**src/verilog/coreMon_macros.svh**
```systemverilog
// Core monitor constants: bus widths, register map, stuck limit and sleep delay
`ifndef COREMON_MACROS_SVH
`define COREMON_MACROS_SVH

// ------------------------------------------------------------
// Bus and datapath widths
// ------------------------------------------------------------
`define CM_ADDR_W       8
`define CM_DATA_W       32
`define CM_PC_W         32
`define CM_PAT_W        4     // Core-select pattern

// ------------------------------------------------------------
// PC monitor tuning
// ------------------------------------------------------------
`define CM_STUCK_LIMIT  500   // Repeated valid PCs before stuck
`define CM_SLEEP_DELAY  20    // Detection to core reset, in cycles
`define CM_NUM_PF       5     // Pass/fail table slots

// ------------------------------------------------------------
// APB register map (byte addresses)
// ------------------------------------------------------------
`define CM_REG_PATTERN  8'h00
`define CM_REG_CMD      8'h04
`define CM_REG_STATUS   8'h08
`define CM_REG_CONFIG   8'h0C
`define CM_REG_PF0      8'h10
`define CM_REG_PF1      8'h14
`define CM_REG_PF2      8'h18
`define CM_REG_PF3      8'h1C
`define CM_REG_PF4      8'h20

`endif

```
**src/verilog/coreMonPkg.sv**
```systemverilog
// Core monitor types: command pulses, status word, PC table, slot kinds, register map
`include "coreMon_macros.svh"

package coreMonPkg;

  // CMD register bits, bit 0 at the bottom
  typedef struct packed {
    logic setFail;       // bit 5
    logic disableStuck;  // bit 4
    logic releaseCore;   // bit 3
    logic forceCore;     // bit 2
    logic releaseTile;   // bit 1
    logic forceTile;     // bit 0
  } cmdT;

  // STATUS register bits
  typedef struct packed {
    logic stuckDisabled; // bit 5
    logic programLoaded; // bit 4
    logic coreReset;     // bit 3
    logic tileReset;     // bit 2
    logic failStatus;    // bit 1
    logic passStatus;    // bit 0
  } statusT;

  typedef logic [`CM_PC_W-1:0] pcT;

  typedef pcT [`CM_NUM_PF-1:0] pfTableT;

  // Meaning of each pass/fail table slot
  typedef enum logic [2:0] {
    passA       = 3'd0,
    fail        = 3'd1,
    passB       = 3'd2,
    writeToHost = 3'd3,
    hang        = 3'd4
  } pfKindE;

  typedef enum logic [`CM_ADDR_W-1:0] {
    regPattern = `CM_REG_PATTERN,
    regCmd     = `CM_REG_CMD,
    regStatus  = `CM_REG_STATUS,
    regConfig  = `CM_REG_CONFIG,
    regPf0     = `CM_REG_PF0,
    regPf1     = `CM_REG_PF1,
    regPf2     = `CM_REG_PF2,
    regPf3     = `CM_REG_PF3,
    regPf4     = `CM_REG_PF4
  } regAddrE;

endpackage

```
**src/verilog/monCtrlIf.sv**
```systemverilog
// Control and status interface between register block, reset control and PC monitor
`timescale 1ns/1ps

interface monCtrlIf;

  coreMonPkg::cmdT     cmd;           // One-cycle command pulses
  coreMonPkg::pfTableT pfTable;
  logic                tableValid;
  logic                hostPass;      // Write-to-host counts as pass

  logic                tileReset;
  logic                coreReset;

  logic                passStatus;
  logic                failStatus;
  logic                stuckDisabled;
  logic                detectPulse;   // First pass or fail only

  modport regs (output cmd, pfTable, tableValid, hostPass,
                input  tileReset, coreReset, passStatus, failStatus, stuckDisabled);

  modport rst  (input  cmd, detectPulse, stuckDisabled,
                output tileReset, coreReset);

  modport mon  (input  cmd, pfTable, tableValid, hostPass, coreReset,
                output passStatus, failStatus, stuckDisabled, detectPulse);

endinterface

```
**src/verilog/apbFlagRegs.sv**
```systemverilog
// APB register slave: pattern, command pulses, status readback, config and PC table
`timescale 1ns/1ps
`include "coreMon_macros.svh"

module apbFlagRegs #(
  parameter int unsigned coreId = 0
) (
  input  logic                  dvtFlags,
  input  logic                  pcFail,
  input  logic [`CM_ADDR_W-1:0] pAddr,
  input  logic                  pSel,
  input  logic                  pEnable,
  input  logic                  pWrite,
  input  logic [`CM_DATA_W-1:0] pWData,
  output logic [`CM_DATA_W-1:0] pRData,
  output logic                  pReady,
  output logic                  pSlvErr,
  input  logic                  programLoaded,
  monCtrlIf.regs                ctrl
);

  localparam logic [`CM_PAT_W-1:0] myPattern = `CM_PAT_W'(coreId);

  logic [`CM_PAT_W-1:0]  patternReg;
  logic [1:0]            configReg;    // {hostPass, tableValid}
  coreMonPkg::pfTableT   pfTableReg;
  coreMonPkg::cmdT       cmdReg;
  coreMonPkg::statusT    statusWord;
  logic [`CM_DATA_W-1:0] rdData;
  logic                  addrHit;
  logic                  access;
  logic                  wrEn;
  logic                  coreSelected;

  // ------------------------------------------------------------
  // Transfer decode
  // ------------------------------------------------------------
  assign access       = pSel & pEnable;
  assign wrEn         = access & pWrite & addrHit;
  assign coreSelected = (patternReg == myPattern);

  assign pReady  = 1'b1;                        // No wait states
  assign pSlvErr = access & ~addrHit;
  assign pRData  = (access & ~pWrite) ? rdData : '0;

  always_comb begin
    statusWord.passStatus    = ctrl.passStatus;
    statusWord.failStatus    = ctrl.failStatus;
    statusWord.tileReset     = ctrl.tileReset;
    statusWord.coreReset     = ctrl.coreReset;
    statusWord.programLoaded = programLoaded;
    statusWord.stuckDisabled = ctrl.stuckDisabled;
  end

  // Read mux, also flags the mapped addresses
  always_comb begin
    rdData  = '0;
    addrHit = 1'b1;
    case (pAddr)
      coreMonPkg::regPattern: rdData = `CM_DATA_W'(patternReg);
      coreMonPkg::regCmd:     rdData = '0;       // Commands self-clear
      coreMonPkg::regStatus:  rdData = `CM_DATA_W'(statusWord);
      coreMonPkg::regConfig:  rdData = `CM_DATA_W'(configReg);
      coreMonPkg::regPf0:     rdData = pfTableReg[0];
      coreMonPkg::regPf1:     rdData = pfTableReg[1];
      coreMonPkg::regPf2:     rdData = pfTableReg[2];
      coreMonPkg::regPf3:     rdData = pfTableReg[3];
      coreMonPkg::regPf4:     rdData = pfTableReg[4];
      default:                addrHit = 1'b0;
    endcase
  end

  // ------------------------------------------------------------
  // Register writes
  // ------------------------------------------------------------
  always_ff @(posedge dvtFlags or posedge pcFail) begin
    if (pcFail) begin
      patternReg <= '0;
      configReg  <= '0;
      pfTableReg <= '0;
    end else if (wrEn) begin
      case (pAddr)
        coreMonPkg::regPattern: patternReg <= pWData[`CM_PAT_W-1:0];
        coreMonPkg::regConfig:  configReg  <= pWData[1:0];
        coreMonPkg::regPf0:     pfTableReg[0] <= pWData;
        coreMonPkg::regPf1:     pfTableReg[1] <= pWData;
        coreMonPkg::regPf2:     pfTableReg[2] <= pWData;
        coreMonPkg::regPf3:     pfTableReg[3] <= pWData;
        coreMonPkg::regPf4:     pfTableReg[4] <= pWData;
        default: ;
      endcase
    end
  end

  // Command pulses live for the one cycle after the access edge
  always_ff @(posedge dvtFlags or posedge pcFail) begin
    if (pcFail) begin
      cmdReg <= '0;
    end else if (wrEn && pAddr == coreMonPkg::regCmd && coreSelected) begin
      cmdReg <= coreMonPkg::cmdT'(pWData[$bits(coreMonPkg::cmdT)-1:0]);
    end else begin
      cmdReg <= '0;
    end
  end

  assign ctrl.cmd        = cmdReg;
  assign ctrl.pfTable    = pfTableReg;
  assign ctrl.tableValid = configReg[0];
  assign ctrl.hostPass   = configReg[1];

endmodule

```
**src/verilog/coreMonitorTop.sv**
```systemverilog
// Per-core monitor top: APB and core ports, control interface and block instances
`timescale 1ns/1ps
`include "coreMon_macros.svh"

module coreMonitorTop #(
  parameter int unsigned coreId = 0
) (
  input  logic                  dvtFlags,
  input  logic                  pcFail,
  // APB slave
  input  logic [`CM_ADDR_W-1:0] pAddr,
  input  logic                  pSel,
  input  logic                  pEnable,
  input  logic                  pWrite,
  input  logic [`CM_DATA_W-1:0] pWData,
  output logic [`CM_DATA_W-1:0] pRData,
  output logic                  pReady,
  output logic                  pSlvErr,
  // Core side
  input  logic [`CM_PC_W-1:0]   pcValue,
  input  logic                  pcValid,
  input  logic                  programLoaded,
  output logic                  tileReset,
  output logic                  coreReset
);

  monCtrlIf ctrlIf ();

  apbFlagRegs #(.coreId(coreId)) regs_i (
    .dvtFlags     (dvtFlags),
    .pcFail       (pcFail),
    .pAddr        (pAddr),
    .pSel         (pSel),
    .pEnable      (pEnable),
    .pWrite       (pWrite),
    .pWData       (pWData),
    .pRData       (pRData),
    .pReady       (pReady),
    .pSlvErr      (pSlvErr),
    .programLoaded(programLoaded),
    .ctrl         (ctrlIf.regs)
  );

  resetControl rst_i (
    .dvtFlags(dvtFlags),
    .pcFail  (pcFail),
    .ctrl    (ctrlIf.rst)
  );

  pcMonitor mon_i (
    .dvtFlags(dvtFlags),
    .pcFail  (pcFail),
    .pcValue (pcValue),
    .pcValid (pcValid),
    .ctrl    (ctrlIf.mon)
  );

  assign tileReset = ctrlIf.tileReset;
  assign coreReset = ctrlIf.coreReset;

endmodule

```
**src/verilog/pcMonitor.sv**
```systemverilog
// Stuck detection, pass/fail table match and sticky result of the PC monitor
`timescale 1ns/1ps
`include "coreMon_macros.svh"

module pcMonitor (
  input  logic            dvtFlags,
  input  logic            pcFail,
  input  coreMonPkg::pcT  pcValue,
  input  logic            pcValid,
  monCtrlIf.mon           ctrl
);

  localparam int stuckW = $clog2(`CM_STUCK_LIMIT + 1);
  localparam logic [stuckW-1:0] stuckMax = stuckW'(`CM_STUCK_LIMIT);

  coreMonPkg::pcT    lastPc;
  logic [stuckW-1:0] stuckCnt;     // Length of current run of equal PCs
  logic              sample;
  logic              samePc;
  logic              stuckHit;
  logic              pcPass;
  logic              pcHitFail;
  logic              detect;
  logic              passReg;
  logic              failReg;
  logic              disableReg;
  logic              detectReg;

  assign sample   = pcValid & ~ctrl.coreReset;
  assign samePc   = (pcValue == lastPc);
  assign stuckHit = sample & samePc & (stuckCnt == stuckMax - 1'b1);

  // ------------------------------------------------------------
  // Repeat counter
  // ------------------------------------------------------------
  always_ff @(posedge dvtFlags or posedge pcFail) begin
    if (pcFail) begin
      lastPc   <= '0;
      stuckCnt <= '0;
    end else if (sample) begin
      lastPc <= pcValue;
      if (!samePc)
        stuckCnt <= stuckW'(1);
      else if (stuckCnt != stuckMax)
        stuckCnt <= stuckCnt + 1'b1;          // Saturates at the limit
    end
  end

  // ------------------------------------------------------------
  // Table match
  // ------------------------------------------------------------
  always_comb begin
    pcPass    = 1'b0;
    pcHitFail = 1'b0;
    if (stuckHit && !disableReg) begin
      pcHitFail = 1'b1;
    end else if (sample) begin
      if (!ctrl.tableValid)
        pcHitFail = 1'b1;                       // No table loaded
      else if (pcValue == ctrl.pfTable[coreMonPkg::passA])
        pcPass = 1'b1;
      else if (pcValue == ctrl.pfTable[coreMonPkg::passB])
        pcPass = 1'b1;
      else if (pcValue == ctrl.pfTable[coreMonPkg::writeToHost])
        pcPass = ctrl.hostPass;
      else if (pcValue == ctrl.pfTable[coreMonPkg::hang])
        pcHitFail = 1'b1;
      else if (pcValue == ctrl.pfTable[coreMonPkg::fail])
        pcHitFail = 1'b1;
    end
  end

  // Only the first result counts
  assign detect = (pcPass | pcHitFail) & ~(passReg | failReg);

  always_ff @(posedge dvtFlags or posedge pcFail) begin
    if (pcFail) begin
      passReg    <= 1'b0;
      failReg    <= 1'b0;
      disableReg <= 1'b0;
      detectReg  <= 1'b0;
    end else begin
      detectReg <= detect;
      if (ctrl.cmd.disableStuck)
        disableReg <= 1'b1;
      if (ctrl.cmd.setFail) begin
        passReg <= 1'b0;
        failReg <= 1'b1;
      end else if (detect) begin
        passReg <= pcPass;
        failReg <= pcHitFail;
      end
    end
  end

  assign ctrl.passStatus    = passReg;
  assign ctrl.failStatus    = failReg;
  assign ctrl.stuckDisabled = disableReg;
  assign ctrl.detectPulse   = detectReg;

endmodule

```
**src/verilog/resetControl.sv**
```systemverilog
// Tile and core reset state with the post-detection sleep countdown
`timescale 1ns/1ps
`include "coreMon_macros.svh"

module resetControl (
  input  logic  dvtFlags,
  input  logic  pcFail,
  monCtrlIf.rst ctrl
);

  localparam int cntW = $clog2(`CM_SLEEP_DELAY);

  // Counted from the detection edge, detectPulse shows up one cycle later
  localparam logic [cntW-1:0] sleepLoad = cntW'(`CM_SLEEP_DELAY - 2);

  logic [cntW-1:0] sleepCnt;
  logic            sleepActive;
  logic            sleepDone;
  logic            tileResetReg;
  logic            coreResetReg;

  assign sleepDone = sleepActive & (sleepCnt == '0);

  // ------------------------------------------------------------
  // Sleep countdown
  // ------------------------------------------------------------
  always_ff @(posedge dvtFlags or posedge pcFail) begin
    if (pcFail) begin
      sleepActive <= 1'b0;
      sleepCnt    <= '0;
    end else if (ctrl.stuckDisabled) begin
      sleepActive <= 1'b0;                      // Checker off, core left running
    end else if (ctrl.detectPulse) begin
      sleepActive <= 1'b1;
      sleepCnt    <= sleepLoad;
    end else if (sleepDone) begin
      sleepActive <= 1'b0;
    end else if (sleepActive) begin
      sleepCnt <= sleepCnt - 1'b1;
    end
  end

  // ------------------------------------------------------------
  // Reset state
  // ------------------------------------------------------------
  always_ff @(posedge dvtFlags or posedge pcFail) begin
    if (pcFail) begin
      tileResetReg <= 1'b1;                     // Held for program load
      coreResetReg <= 1'b0;
    end else begin
      if (sleepDone)
        coreResetReg <= 1'b1;

      // Explicit commands have the last word
      if (ctrl.cmd.forceTile)   tileResetReg <= 1'b1;
      if (ctrl.cmd.releaseTile) tileResetReg <= 1'b0;
      if (ctrl.cmd.forceCore)   coreResetReg <= 1'b1;
      if (ctrl.cmd.releaseCore) coreResetReg <= 1'b0;
    end
  end

  assign ctrl.tileReset = tileResetReg;
  assign ctrl.coreReset = coreResetReg;

endmodule
```
**config.mk**
```make
export PLATFORM = sky130hd
export DESIGN_NAME = coreMonitorTop
export DESIGN_NICKNAME = d
export VERILOG_FILES = /design/src/verilog/coreMonPkg.sv /design/src/verilog/monCtrlIf.sv /design/src/verilog/apbFlagRegs.sv /design/src/verilog/coreMonitorTop.sv /design/src/verilog/pcMonitor.sv /design/src/verilog/resetControl.sv
export VERILOG_INCLUDE_DIRS = /design/src /design/src/verilog
export SDC_FILE = /design/constraint.sdc
export NUM_CORES = 1
export LEC_CHECK = 0
export BUFFER_PORTS_ARGS = -buffer_cell sky130_fd_sc_hd__buf_2
export CAP_MARGIN = 20
export CORE_MARGIN = 2
export CORE_UTILIZATION = 41
export CTS_CLUSTER_SIZE = 12
export DETAILED_ROUTE_END_ITERATION = 7
export GPL_TIMING_DRIVEN = 1
export PLACE_DENSITY_LB_ADDON = 0.15
export SLEW_MARGIN = 40
export SYNTH_ARGS = -nofsm -noshare
export SYNTH_HDL_FRONTEND = slang
export SYNTH_SLANG_ARGS = --single-unit
```
**constraint.sdc**
```tcl
create_clock -name dvtFlags -period 6.99 [get_ports dvtFlags]
set_input_delay 1.0485 -clock dvtFlags [delete_from_list [all_inputs] [get_ports dvtFlags]]
set_output_delay 1.0485 -clock dvtFlags [all_outputs]
set_load 0.02 [all_outputs]
```
==> results.sh, run 1 <==
export IMPL_dieArea_um2=30700
export IMPL_grt_pass1_wl_um=57500
export IMPL_crit_buf_inv=3
export IMPL_grt_max_degree=80
export IMPL_postSynth_asyncResetShare_pct=100
export IMPL_rsz0062_at_grt="no"
export IMPL_critical_path_slowest_cell="buf_4"
export IMPL_track_usage_pct=24.8
export IMPL_peakVddDrop_mv=0.155
export IMPL_core_area_um2=28800
export IMPL_path_max_fanout=32
export IMPL_insertion_delay_ns=0.54
export IMPL_slowest_delay_ns=0.43
export IMPL_dpl_instance_area_um2=12800
export IMPL_holdWs_ns=0.371
export IMPL_hold_viol=0
export IMPL_drt_initial_drc_count=1030
export IMPL_setup_viol=0
export IMPL_p_clk_share_pct=43.1
export IMPL_p_sw_w=0.000849
export IMPL_syn2layout_area_growth_pct=13.5
export IMPL_finalSetupTns_ns=0
export IMPL_clock_sinks=225
export IMPL_yosysWarnings=0
export IMPL_die_h_um=175
export IMPL_cts_buffers=26
export IMPL_diodes=0
export IMPL_dp_cells=1500
export IMPL_path_common_cell="buf_2"
export IMPL_grt_overflow=0
export IMPL_drv_cap=0
export IMPL_crit_path_cell_trace="buf_2 -> nor4b_2 -> nand2_1 -> nor2_2 -> buf_4 -> a22oi_1 -> a21oi_1 -> buf_2"
export IMPL_hold_path_class="register to register"
export IMPL_r2r_slack_ns=4.55
export IMPL_synth_edff_count=0
export IMPL_post_cts_buffers=0
export IMPL_pwr_share_seq_pct=45.0
export IMPL_synth_area_um2=12000
export IMPL_die_width_um=175
export IMPL_worst_slew_pin_transition_ns=0.763
export IMPL_antenna_found_initial=0
export IMPL_drt_first_pass_iters=7
export IMPL_swShare_pct=26.6
export IMPL_cp_data_arrival_time_ns=3.08
export IMPL_first_global_vias=8802
export IMPL_fin_skew_ns=0.0129
export IMPL_cts_root_buf="clkbuf_16"
export IMPL_critPathRequiredTime_ns=5.94
export IMPL_cts_resized=0
export IMPL_drc=0
export IMPL_portBuffers=113
export IMPL_cp_start_kind="input pin"
export IMPL_vias=8972
export IMPL_vias_per_cell=5.81
export IMPL_finalWirelength_um=38200
export IMPL_route_antenna_remaining_nets=0
export IMPL_routedWlPerCell_um=24.8
export IMPL_synth_area_per_cell_um2=11.3
export IMPL_ys_flop_type="dfrtp_1"
export IMPL_ys_seq_area_share_pct=46.8
export IMPL_finalCriticalPeriod_ns=4.13
export IMPL_dpl_hpwl_um=27100
export IMPL_gp_congestion=0.965
export IMPL_ctsHoldBuffers=0
export IMPL_cts_reportedPaths_clkPinSlew_ns=0.05
export IMPL_p_int_w=0.00235
export IMPL_fin_nets=1227
export IMPL_synthCells=1067
export IMPL_cp_end_kind="output port"
export IMPL_cts_tree="done"
export IMPL_status="completed"
export IMPL_fin_crit_sh_pct=59.1
export IMPL_power_density_nw_per_um2=234
export IMPL_maxSlewHeadroom_pct=49.1
export IMPL_p_leak_nw=6.38
export IMPL_design_area_um2=13700
export IMPL_syn_num_nets=1150
export IMPL_path_delay_family="buffers and inverters"
export IMPL_drive_above_1_share_pct=29.3
export IMPL_fmax_mhz=242
export IMPL_ys_ff_latch=225
export IMPL_power_share_combinational_pct=11.9
export IMPL_ioPinCount=115
export IMPL_initial_core_util_pct=41.8
export IMPL_drv_slew=0
export IMPL_power_w=0.00320
export IMPL_h_tree_depth=1
export IMPL_clk_path_buf_depth=3
export IMPL_row_count=62
export IMPL_path_class="input pin to output port"
export IMPL_fin_cells=1544
export IMPL_synth_distinct_cells=49
[cell type report]
cell class,instances,area [um^2]
tap,384,480
inverter,13,52.6
clock buffer,37,773
sequential,225,5630
fill,2681,15100
clock inverter,7,85.1
multi-input combinational,748,5930
timing repair buffer,130,704
[power by group through the flow]
| stage | sequential, W | clock, W | combinational (W) |
|---|---|---|---|
| after floorplan | 0.00145 | 0 | 0.000258 |
| after global placement | 0.00146 | 0 | 0.000378 |
| after detailed placement | 0.00146 | 0 | 0.000383 |
| after CTS | 0.00144 | 0.00140 | 0.000385 |
| after global routing | 0.00145 | 0.00146 | 0.000425 |
| final | 0.00144 | 0.00138 | 0.000380 |
[worst register-to-register path, stage by stage, from the launching register on]
cell	delay [ns]
dfrtp_1	0.40
xnor2_1	0.39
nand4_1	0.24
nor4_1	0.48
or3b_1	0.40
a211o_1	0.32
a21oi_1	0.15
[cells in the mapped netlist, drive strengths merged (2+ instances only)]
cell | n | area, um^2
dfrtp | 224 | 5610
mux2 | 166 | 1870
nand2 | 114 | 428
xor2 | 112 | 981
xnor2 | 80 | 701
buf | 52 | 350
nor4 | 37 | 246
a21oi | 35 | 175
a222oi | 34 | 340
nand4 | 32 | 215
a22oi | 31 | 233
clkbuf | 29 | 111
o21ai | 17 | 85.1
nor2 | 15 | 56.3
inv | 13 | 48.8
or3 | 8 | 50.1
and2 | 7 | 43.8
a31oi | 6 | 37.5
nand3 | 6 | 30.0
nor2b | 5 | 31.3
nor3 | 5 | 52.6
a21boi | 4 | 30.0
and3 | 4 | 25.0
ha | 4 | 50.1
nand2b | 4 | 25.0
o31ai | 4 | 30.0
o22ai | 3 | 18.8
a221oi | 2 | 17.5
a22o | 2 | 17.5
[cell usage in the layout (no fill, tap or decap), types with 4 or more instances in the layout]
cell and n:
a22oi_1 31, clkbuf_1 4, xnor2_1 80, mux2_2 153, nor4_1 36, nand3_1 6
clkbuf_16 27, nand4_1 31, a21boi_1 4, a21oi_1 35, inv_1 12, buf_2 113
or3_1 8, and3_1 4, a222oi_1 34, clkbuf_8 6, nor2_1 13, ha_1 4
a31oi_1 6, buf_4 14, xor2_1 112, o21ai_0 17, and2_1 7, dfrtp_1 224
mux2_1 13, clkinv_2 5, nand2_1 114, nand2b_1 4
[kinds of logic after synthesis]
family,Yosys count,synth area share [%]
mux,166,15.5
other cells,1,0.0312
fa+ha+maj,4,0.416
compound gates,141,8.41
simple gates,244,10.5
xor+xnor,192,14.0
buf+inv,94,4.24
flops,225,46.8
[path summary, 6_finish.rpt]
check                                                       to  cells past startpoint                                 start
max                                                 pRData[24]                      8                              pAddr[5]
min                           rst_i.ctrl.tileReset$_DFFE_PP1P_                      1          regs_i.ctrl.cmd[1]$_DFF_PP0_
max reg2reg                  mon_i.ctrl.passStatus$_DFFE_PP0P_                      6  regs_i.ctrl.pfTable[121]$_DFFE_PP0P_
min reg2reg                   rst_i.ctrl.tileReset$_DFFE_PP1P_                      1          regs_i.ctrl.cmd[1]$_DFF_PP0_
max in group asynchronous  regs_i.ctrl.pfTable[60]$_DFFE_PP0P_                      3                                pcFail
min in group asynchronous  regs_i.ctrl.pfTable[72]$_DFFE_PP0P_                      2                                pcFail
[registers in the layout, summed over array words and instances (netlist names)]
| register | count |
|---|---|
| rst_i.ctrl.coreReset | 1 |
| rst_i.ctrl.tileReset | 1 |
| regs_i.configReg | 2 |
| mon_i.ctrl.detectPulse | 1 |
| rst_i.sleepActive | 1 |
| mon_i.lastPc | 32 |
| mon_i.ctrl.stuckDisabled | 1 |
| regs_i.ctrl.cmd | 6 |
| mon_i.stuckCnt | 9 |
| mon_i.ctrl.failStatus | 1 |
| regs_i.ctrl.pfTable | 160 |
| mon_i.ctrl.passStatus | 1 |
| regs_i.patternReg | 4 |
| rst_i.sleepCnt | 5 |
[per-stage QoR]
stage	utilization [%]	setup slack (ns)
after global placement	44.4	2.56
after detailed placement	44.4	2.89
final	47.4	2.86
after CTS	47.4	2.89
after floorplan	-	3.00
after global routing	47.4	2.78
[per-layer routing]
metal | up-vias | global-route usage [%] | share of wire [%]
met5 | - | 0 | 0
met3 | 48 | 3.59 | 6.9
met1 | 4610 | 37.1 | 46
met2 | 354 | 38.2 | 45
li1 | 3960 | - | -
met4 | 0 | 5.24 | 2.0
Power figures use the tool's default switching activity.
==> run 2: changes to the inputs <==
- clock period: 6.99 -> 4.3 ns (I/O delays scaled with it)
==> results.sh, run 2 (synthesis gave the netlist of run 1 again) <==
export IMPL_status="completed"
export IMPL_worst_slack_ns=0.904
export IMPL_endpoint="pRData[1]"
export IMPL_diodes=0
export IMPL_route_antenna_remaining_nets=0
export IMPL_peakVddDrop_mv=0.288
export IMPL_cts_buffers=27
export IMPL_design_area_um2=13900
export IMPL_drv_cap=0
export IMPL_insertion_delay_ns=0.54
export IMPL_dieArea_um2=30700
export IMPL_swShare_pct=25.3
export IMPL_finalWirelength_um=38300
export IMPL_fin_nets=1227
export IMPL_ioPinCount=115
export IMPL_portBuffers=113
export IMPL_rr_endpoint="mon_i.ctrl.passStatus$_DFFE_PP0P_"
export IMPL_die_h_um=175
export IMPL_dpl_instance_area_um2=12800
export IMPL_h_tree_depth=1
export IMPL_track_usage_pct=24.9
export IMPL_ctsHoldBuffers=0
export IMPL_p_sw_w=0.00143
export IMPL_drt_first_pass_iters=8
export IMPL_drt_initial_drc_count=893
export IMPL_post_cts_buffers=0
export IMPL_nFillCells=2674
export IMPL_cts_resized=0
export IMPL_power_share_combinational_pct=11.1
export IMPL_hold_path_class="input pin to asynchronous set/reset pin"
export IMPL_vias_per_cell=5.71
export IMPL_hold_viol=0
export IMPL_clk_path_buf_depth=3
export IMPL_fin_skew_ns=0.0137
export IMPL_path_max_fanout=32
export IMPL_critPathLaunch="pAddr[5]"
export IMPL_grt_max_degree=108
export IMPL_p_clk_share_pct=47.6
export IMPL_dpl_hpwl_um=26900
export IMPL_finalCriticalPeriod_ns=3.40
export IMPL_worst_slew_pin_transition_ns=0.720
export IMPL_mostFrequentLayoutCells="dfrtp_1 (224), mux2_2 (153), nand2_1 (114)"
export IMPL_cts_root_buf="clkbuf_16"
export IMPL_cts_tree="done"
export IMPL_fin_crit_sh_pct=79.0
export IMPL_drv_slew=0
export IMPL_routedWlPerCell_um=24.8
export IMPL_antenna_found_initial=0
export IMPL_holdWs_ns=0.195
export IMPL_syn2layout_area_growth_pct=15.3
export IMPL_setup_viol=0
export IMPL_multi_input_area_um2=5920
export IMPL_critPathRequiredTime_ns=3.65
export IMPL_vias=8843
export IMPL_drive_above_1_share_pct=29.5
export IMPL_power_density_nw_per_um2=408
export IMPL_seq_area_um2=5630
export IMPL_cp_start_kind="input pin"
export IMPL_row_count=62
export IMPL_r2r_slack_ns=1.87
export IMPL_initial_core_util_pct=41.8
export IMPL_core_area_um2=28800
export IMPL_pwr_share_seq_pct=41.3
export IMPL_fmax_mhz=294
export IMPL_r2r_start="regs_i.ctrl.pfTable[102]$_DFFE_PP0P_"
export IMPL_cts_reportedPaths_clkPinSlew_ns=0.06
export IMPL_rsz0062_at_grt="no"
export IMPL_largest_reg_flops=160
export IMPL_pre_cts_ws_ns=0.956
export IMPL_reg2regPathDepth=6
export IMPL_grt_overflow=0
export IMPL_finalSetupTns_ns=0
export IMPL_clock_sinks=225
export IMPL_p_int_w=0.00423
export IMPL_die_width_um=175
export IMPL_cp_end_kind="output port"
export IMPL_grt_pass1_wl_um=57100
export IMPL_maxSlewHeadroom_pct=51.6
export IMPL_p_leak_nw=6.46
export IMPL_gp_congestion=0.950
export IMPL_first_global_vias=8798
export IMPL_path_class="input pin to output port"
export IMPL_mostFrequentLayoutCell="dfrtp_1"
export IMPL_cp_data_arrival_time_ns=2.75
export IMPL_drc=0
run 2: power by group through the flow:
| stage | combinational [W] | sequential [W] | clock [W] |
|---|---|---|---|
| 2_1_floorplan | 0.000419 | 0.00236 | 0 |
| 3_3_place_gp | 0.000623 | 0.00237 | 0 |
| 3_5_place_dp | 0.000629 | 0.00237 | 0 |
| 4_1_cts | 0.000632 | 0.00234 | 0.00273 |
| 5_1_grt | 0.000701 | 0.00235 | 0.00282 |
| 6_report | 0.000627 | 0.00234 | 0.00269 |
run 2: final cells by class:
type / count / share of cell area (%)
multi-input cells: 748 / 42.7
flip-flops and latches: 225 / 40.6
clock buffers: 36 / 5.41
repair buffers: 129 / 5.22
well taps: 384 / 3.47
clock inverters: 14 / 2.18
inverters: 13 / 0.379
run 2: routing by layer:
metal  vias up  GRT usage [%]  wire length (um)
li1       3971              -                 -
met1      4488           36.4             17400
met2       306           37.1             16800
met3        78           4.91              2810
met4         0           8.13              1290
met5         -              0                 0
run 2: worst min path at each step:
stage | startpoint | to | slack [ns]
finish | pcFail | regs_i.ctrl.pfTable[70]$_DFFE_PP0P_ | 0.20
global route | pcFail | regs_i.ctrl.pfTable[72]$_DFFE_PP0P_ | 0.24
CTS | pcFail | regs_i.ctrl.pfTable[104]$_DFFE_PP0P_ | 0.21
detailed placement | regs_i.ctrl.cmd[1]$_DFF_PP0_ | rst_i.ctrl.tileReset$_DFFE_PP1P_ | 0.35
global placement | regs_i.ctrl.cmd[1]$_DFF_PP0_ | rst_i.ctrl.tileReset$_DFFE_PP1P_ | 0.35
floorplan | regs_i.ctrl.cmd[1]$_DFF_PP0_ | rst_i.ctrl.tileReset$_DFFE_PP1P_ | 0.34
run 2: critical path, stage by stage:
cell and delay [ns]:
buf_2 0.13, nor4b_2 0.41, nand2_1 0.27, nor2_2 0.14
buf_4 0.42, a221oi_1 0.22, a31oi_1 0.28, buf_2 0.21
run 2: through the flow:
step	instances	power, W	util (%)
2_1_floorplan	1067	0.00278	-
3_3_place_gp	1499	0.00300	44.5
4_1_cts	1549	0.00570	48.2
6_report	1549	0.00565	48.2
3_5_place_dp	1499	0.00300	44.5
5_1_grt	1549	0.00587	48.2
==> run 3: changes to the inputs <==
- clock period: 4.3 -> 2.8 ns (I/O delays scaled with it)
==> results.sh, run 3 (synthesis gave the netlist of run 1 again) <==
export IMPL_mostFrequentLayoutCell="dfrtp_1"
export IMPL_track_usage_pct=25.0
export IMPL_row_count=62
export IMPL_power_density_nw_per_um2=569
export IMPL_worst_slew_pin_transition_ns=0.600
export IMPL_drt_initial_drc_count=895
export IMPL_insertion_delay_ns=0.54
export IMPL_peakVddDrop_mv=0.351
export IMPL_fmax_mhz=392
export IMPL_design_area_um2=13900
export IMPL_status="completed"
export IMPL_grt_overflow=0
export IMPL_cts_reportedPaths_clkPinSlew_ns=0.05
export IMPL_ioPinCount=115
export IMPL_worst_slack_ns=0.250
export IMPL_setup_viol=0
export IMPL_vias=8840
export IMPL_cp_start_kind="input pin"
export IMPL_first_global_vias=9041
export IMPL_drt_first_pass_iters=8
export IMPL_clock_sinks=225
export IMPL_post_route_util_pct=48.3
export IMPL_hold_viol=0
export IMPL_antenna_found_initial=0
export IMPL_syn2layout_area_growth_pct=15.6
export IMPL_grt_max_degree=92
export IMPL_drc=0
export IMPL_p_leak_nw=6.48
export IMPL_cp_data_arrival_time_ns=2.13
export IMPL_dieArea_um2=30700
export IMPL_initial_core_util_pct=41.8
export IMPL_path_class="input pin to output port"
export IMPL_cts_resized=0
export IMPL_h_tree_depth=1
export IMPL_cts_root_buf="clkbuf_16"
export IMPL_mostFrequentLayoutCells="dfrtp_1 (224), mux2_2 (153), nand2_1 (114)"
export IMPL_grt_pass1_wl_um=57800
export IMPL_rsz0062_at_grt="no"
export IMPL_fin_nets=1244
export IMPL_finalWirelength_um=38300
export IMPL_largest_reg_flops=160
export IMPL_route_antenna_remaining_nets=0
export IMPL_dpl_instance_area_um2=13100
export IMPL_gp_congestion=0.975
export IMPL_fin_crit_sh_pct=91.1
export IMPL_ctsHoldBuffers=1
export IMPL_dpl_hpwl_um=27700
export IMPL_vias_per_cell=5.65
export IMPL_post_cts_buffers=0
export IMPL_die_h_um=175
export IMPL_critPathRequiredTime_ns=2.38
export IMPL_portBuffers=113
export IMPL_finalCriticalPeriod_ns=2.55
export IMPL_clk_path_buf_depth=3
export IMPL_pre_cts_ws_ns=0.252
export IMPL_drv_cap=0
export IMPL_die_width_um=175
export IMPL_routedWlPerCell_um=24.5
export IMPL_drive_above_1_share_pct=29.8
export IMPL_maxSlewHeadroom_pct=59.7
export IMPL_fin_skew_ns=0.0122
export IMPL_holdWs_ns=0.161
export IMPL_drv_slew=0
export IMPL_cts_buffers=27
export IMPL_cts_tree="done"
export IMPL_hold_path_class="input pin to register"
export IMPL_core_area_um2=28800
export IMPL_path_max_fanout=33
export IMPL_cp_end_kind="output port"
==> run 3: cell types whose count changed in the layout (fill, tap and decap cells not counted), sizes merged <==
cell	delta
inv	-1
clkinv	+2
bufinv	-8
buf	+16
clkbuf	+6
dlygate4sd3	+1
clkinvlp	-1
diode	+1
==> run 3: per-stage QoR <==
| step | std cells | total power (W) | TNS [ns] |
|---|---|---|---|
| detailed placement | 1515 | 0.00463 | 0 |
| global route | 1564 | 0.00827 | 0 |
| CTS | 1564 | 0.00801 | 0 |
| finish | 1565 | 0.00792 | 0 |
| floorplan | 1067 | 0.00426 | -124.81 |
| global placement | 1515 | 0.00462 | 0 |
==> run 3: final timing paths <==
path	endpoint	startpoint	depth (start not counted)	slack [ns]
worst max-delay path	pRData[18]	pAddr[1]	7	0.25
worst min-delay path	regs_i.ctrl.pfTable[134]$_DFFE_PP0P_	pWData[6]	2	0.16
worst max register to register	mon_i.ctrl.detectPulse$_DFF_PP0_	regs_i.ctrl.pfTable[104]$_DFFE_PP0P_	6	0.51
worst min register to register	rst_i.ctrl.tileReset$_DFFE_PP1P_	regs_i.ctrl.cmd[1]$_DFF_PP0_	1	0.36
max in group asynchronous	regs_i.ctrl.pfTable[54]$_DFFE_PP0P_	pcFail	4	1.61
min in group asynchronous	regs_i.ctrl.pfTable[136]$_DFFE_PP0P_	pcFail	3	0.38
==> run 3: report_power, final <==
part           internal, W  leakage [nW]  total (W)  switching, W
sequential         0.00345          3.05    0.00359      0.000143
clock              0.00199         0.414    0.00335       0.00135
combinational     0.000348          3.01   0.000979      0.000631
==> run 3: critical path, cell delays in order <==
cell	delay, ns
buf_2	0.12
or3_1	0.50
nor3_4	0.24
buf_12	0.25
a222oi_1	0.10
a21oi_1	0.25
buf_2	0.22
==> run 3: cell type report <==
cell class / count / area (um^2)
clock buffer: 42 / 782
fill: 2665 / 14900
clock inverter: 6 / 55.1
sequential: 225 / 5630
tap: 384 / 480
timing repair buffer: 146 / 978
multi-input combinational: 748 / 5920
inverter: 13 / 52.6
antenna: 1 / 2.50
==> run 3: metal layers <==
metal / global-route usage (%) / wire, um / vias to the layer above
met5: 0 / 0 / -
met4: 6.04 / 787 / 0
met3: 5.52 / 2690 / 51
met2: 39.1 / 17300 / 298
met1: 35.5 / 17500 / 4485
li1: - / - / 4006
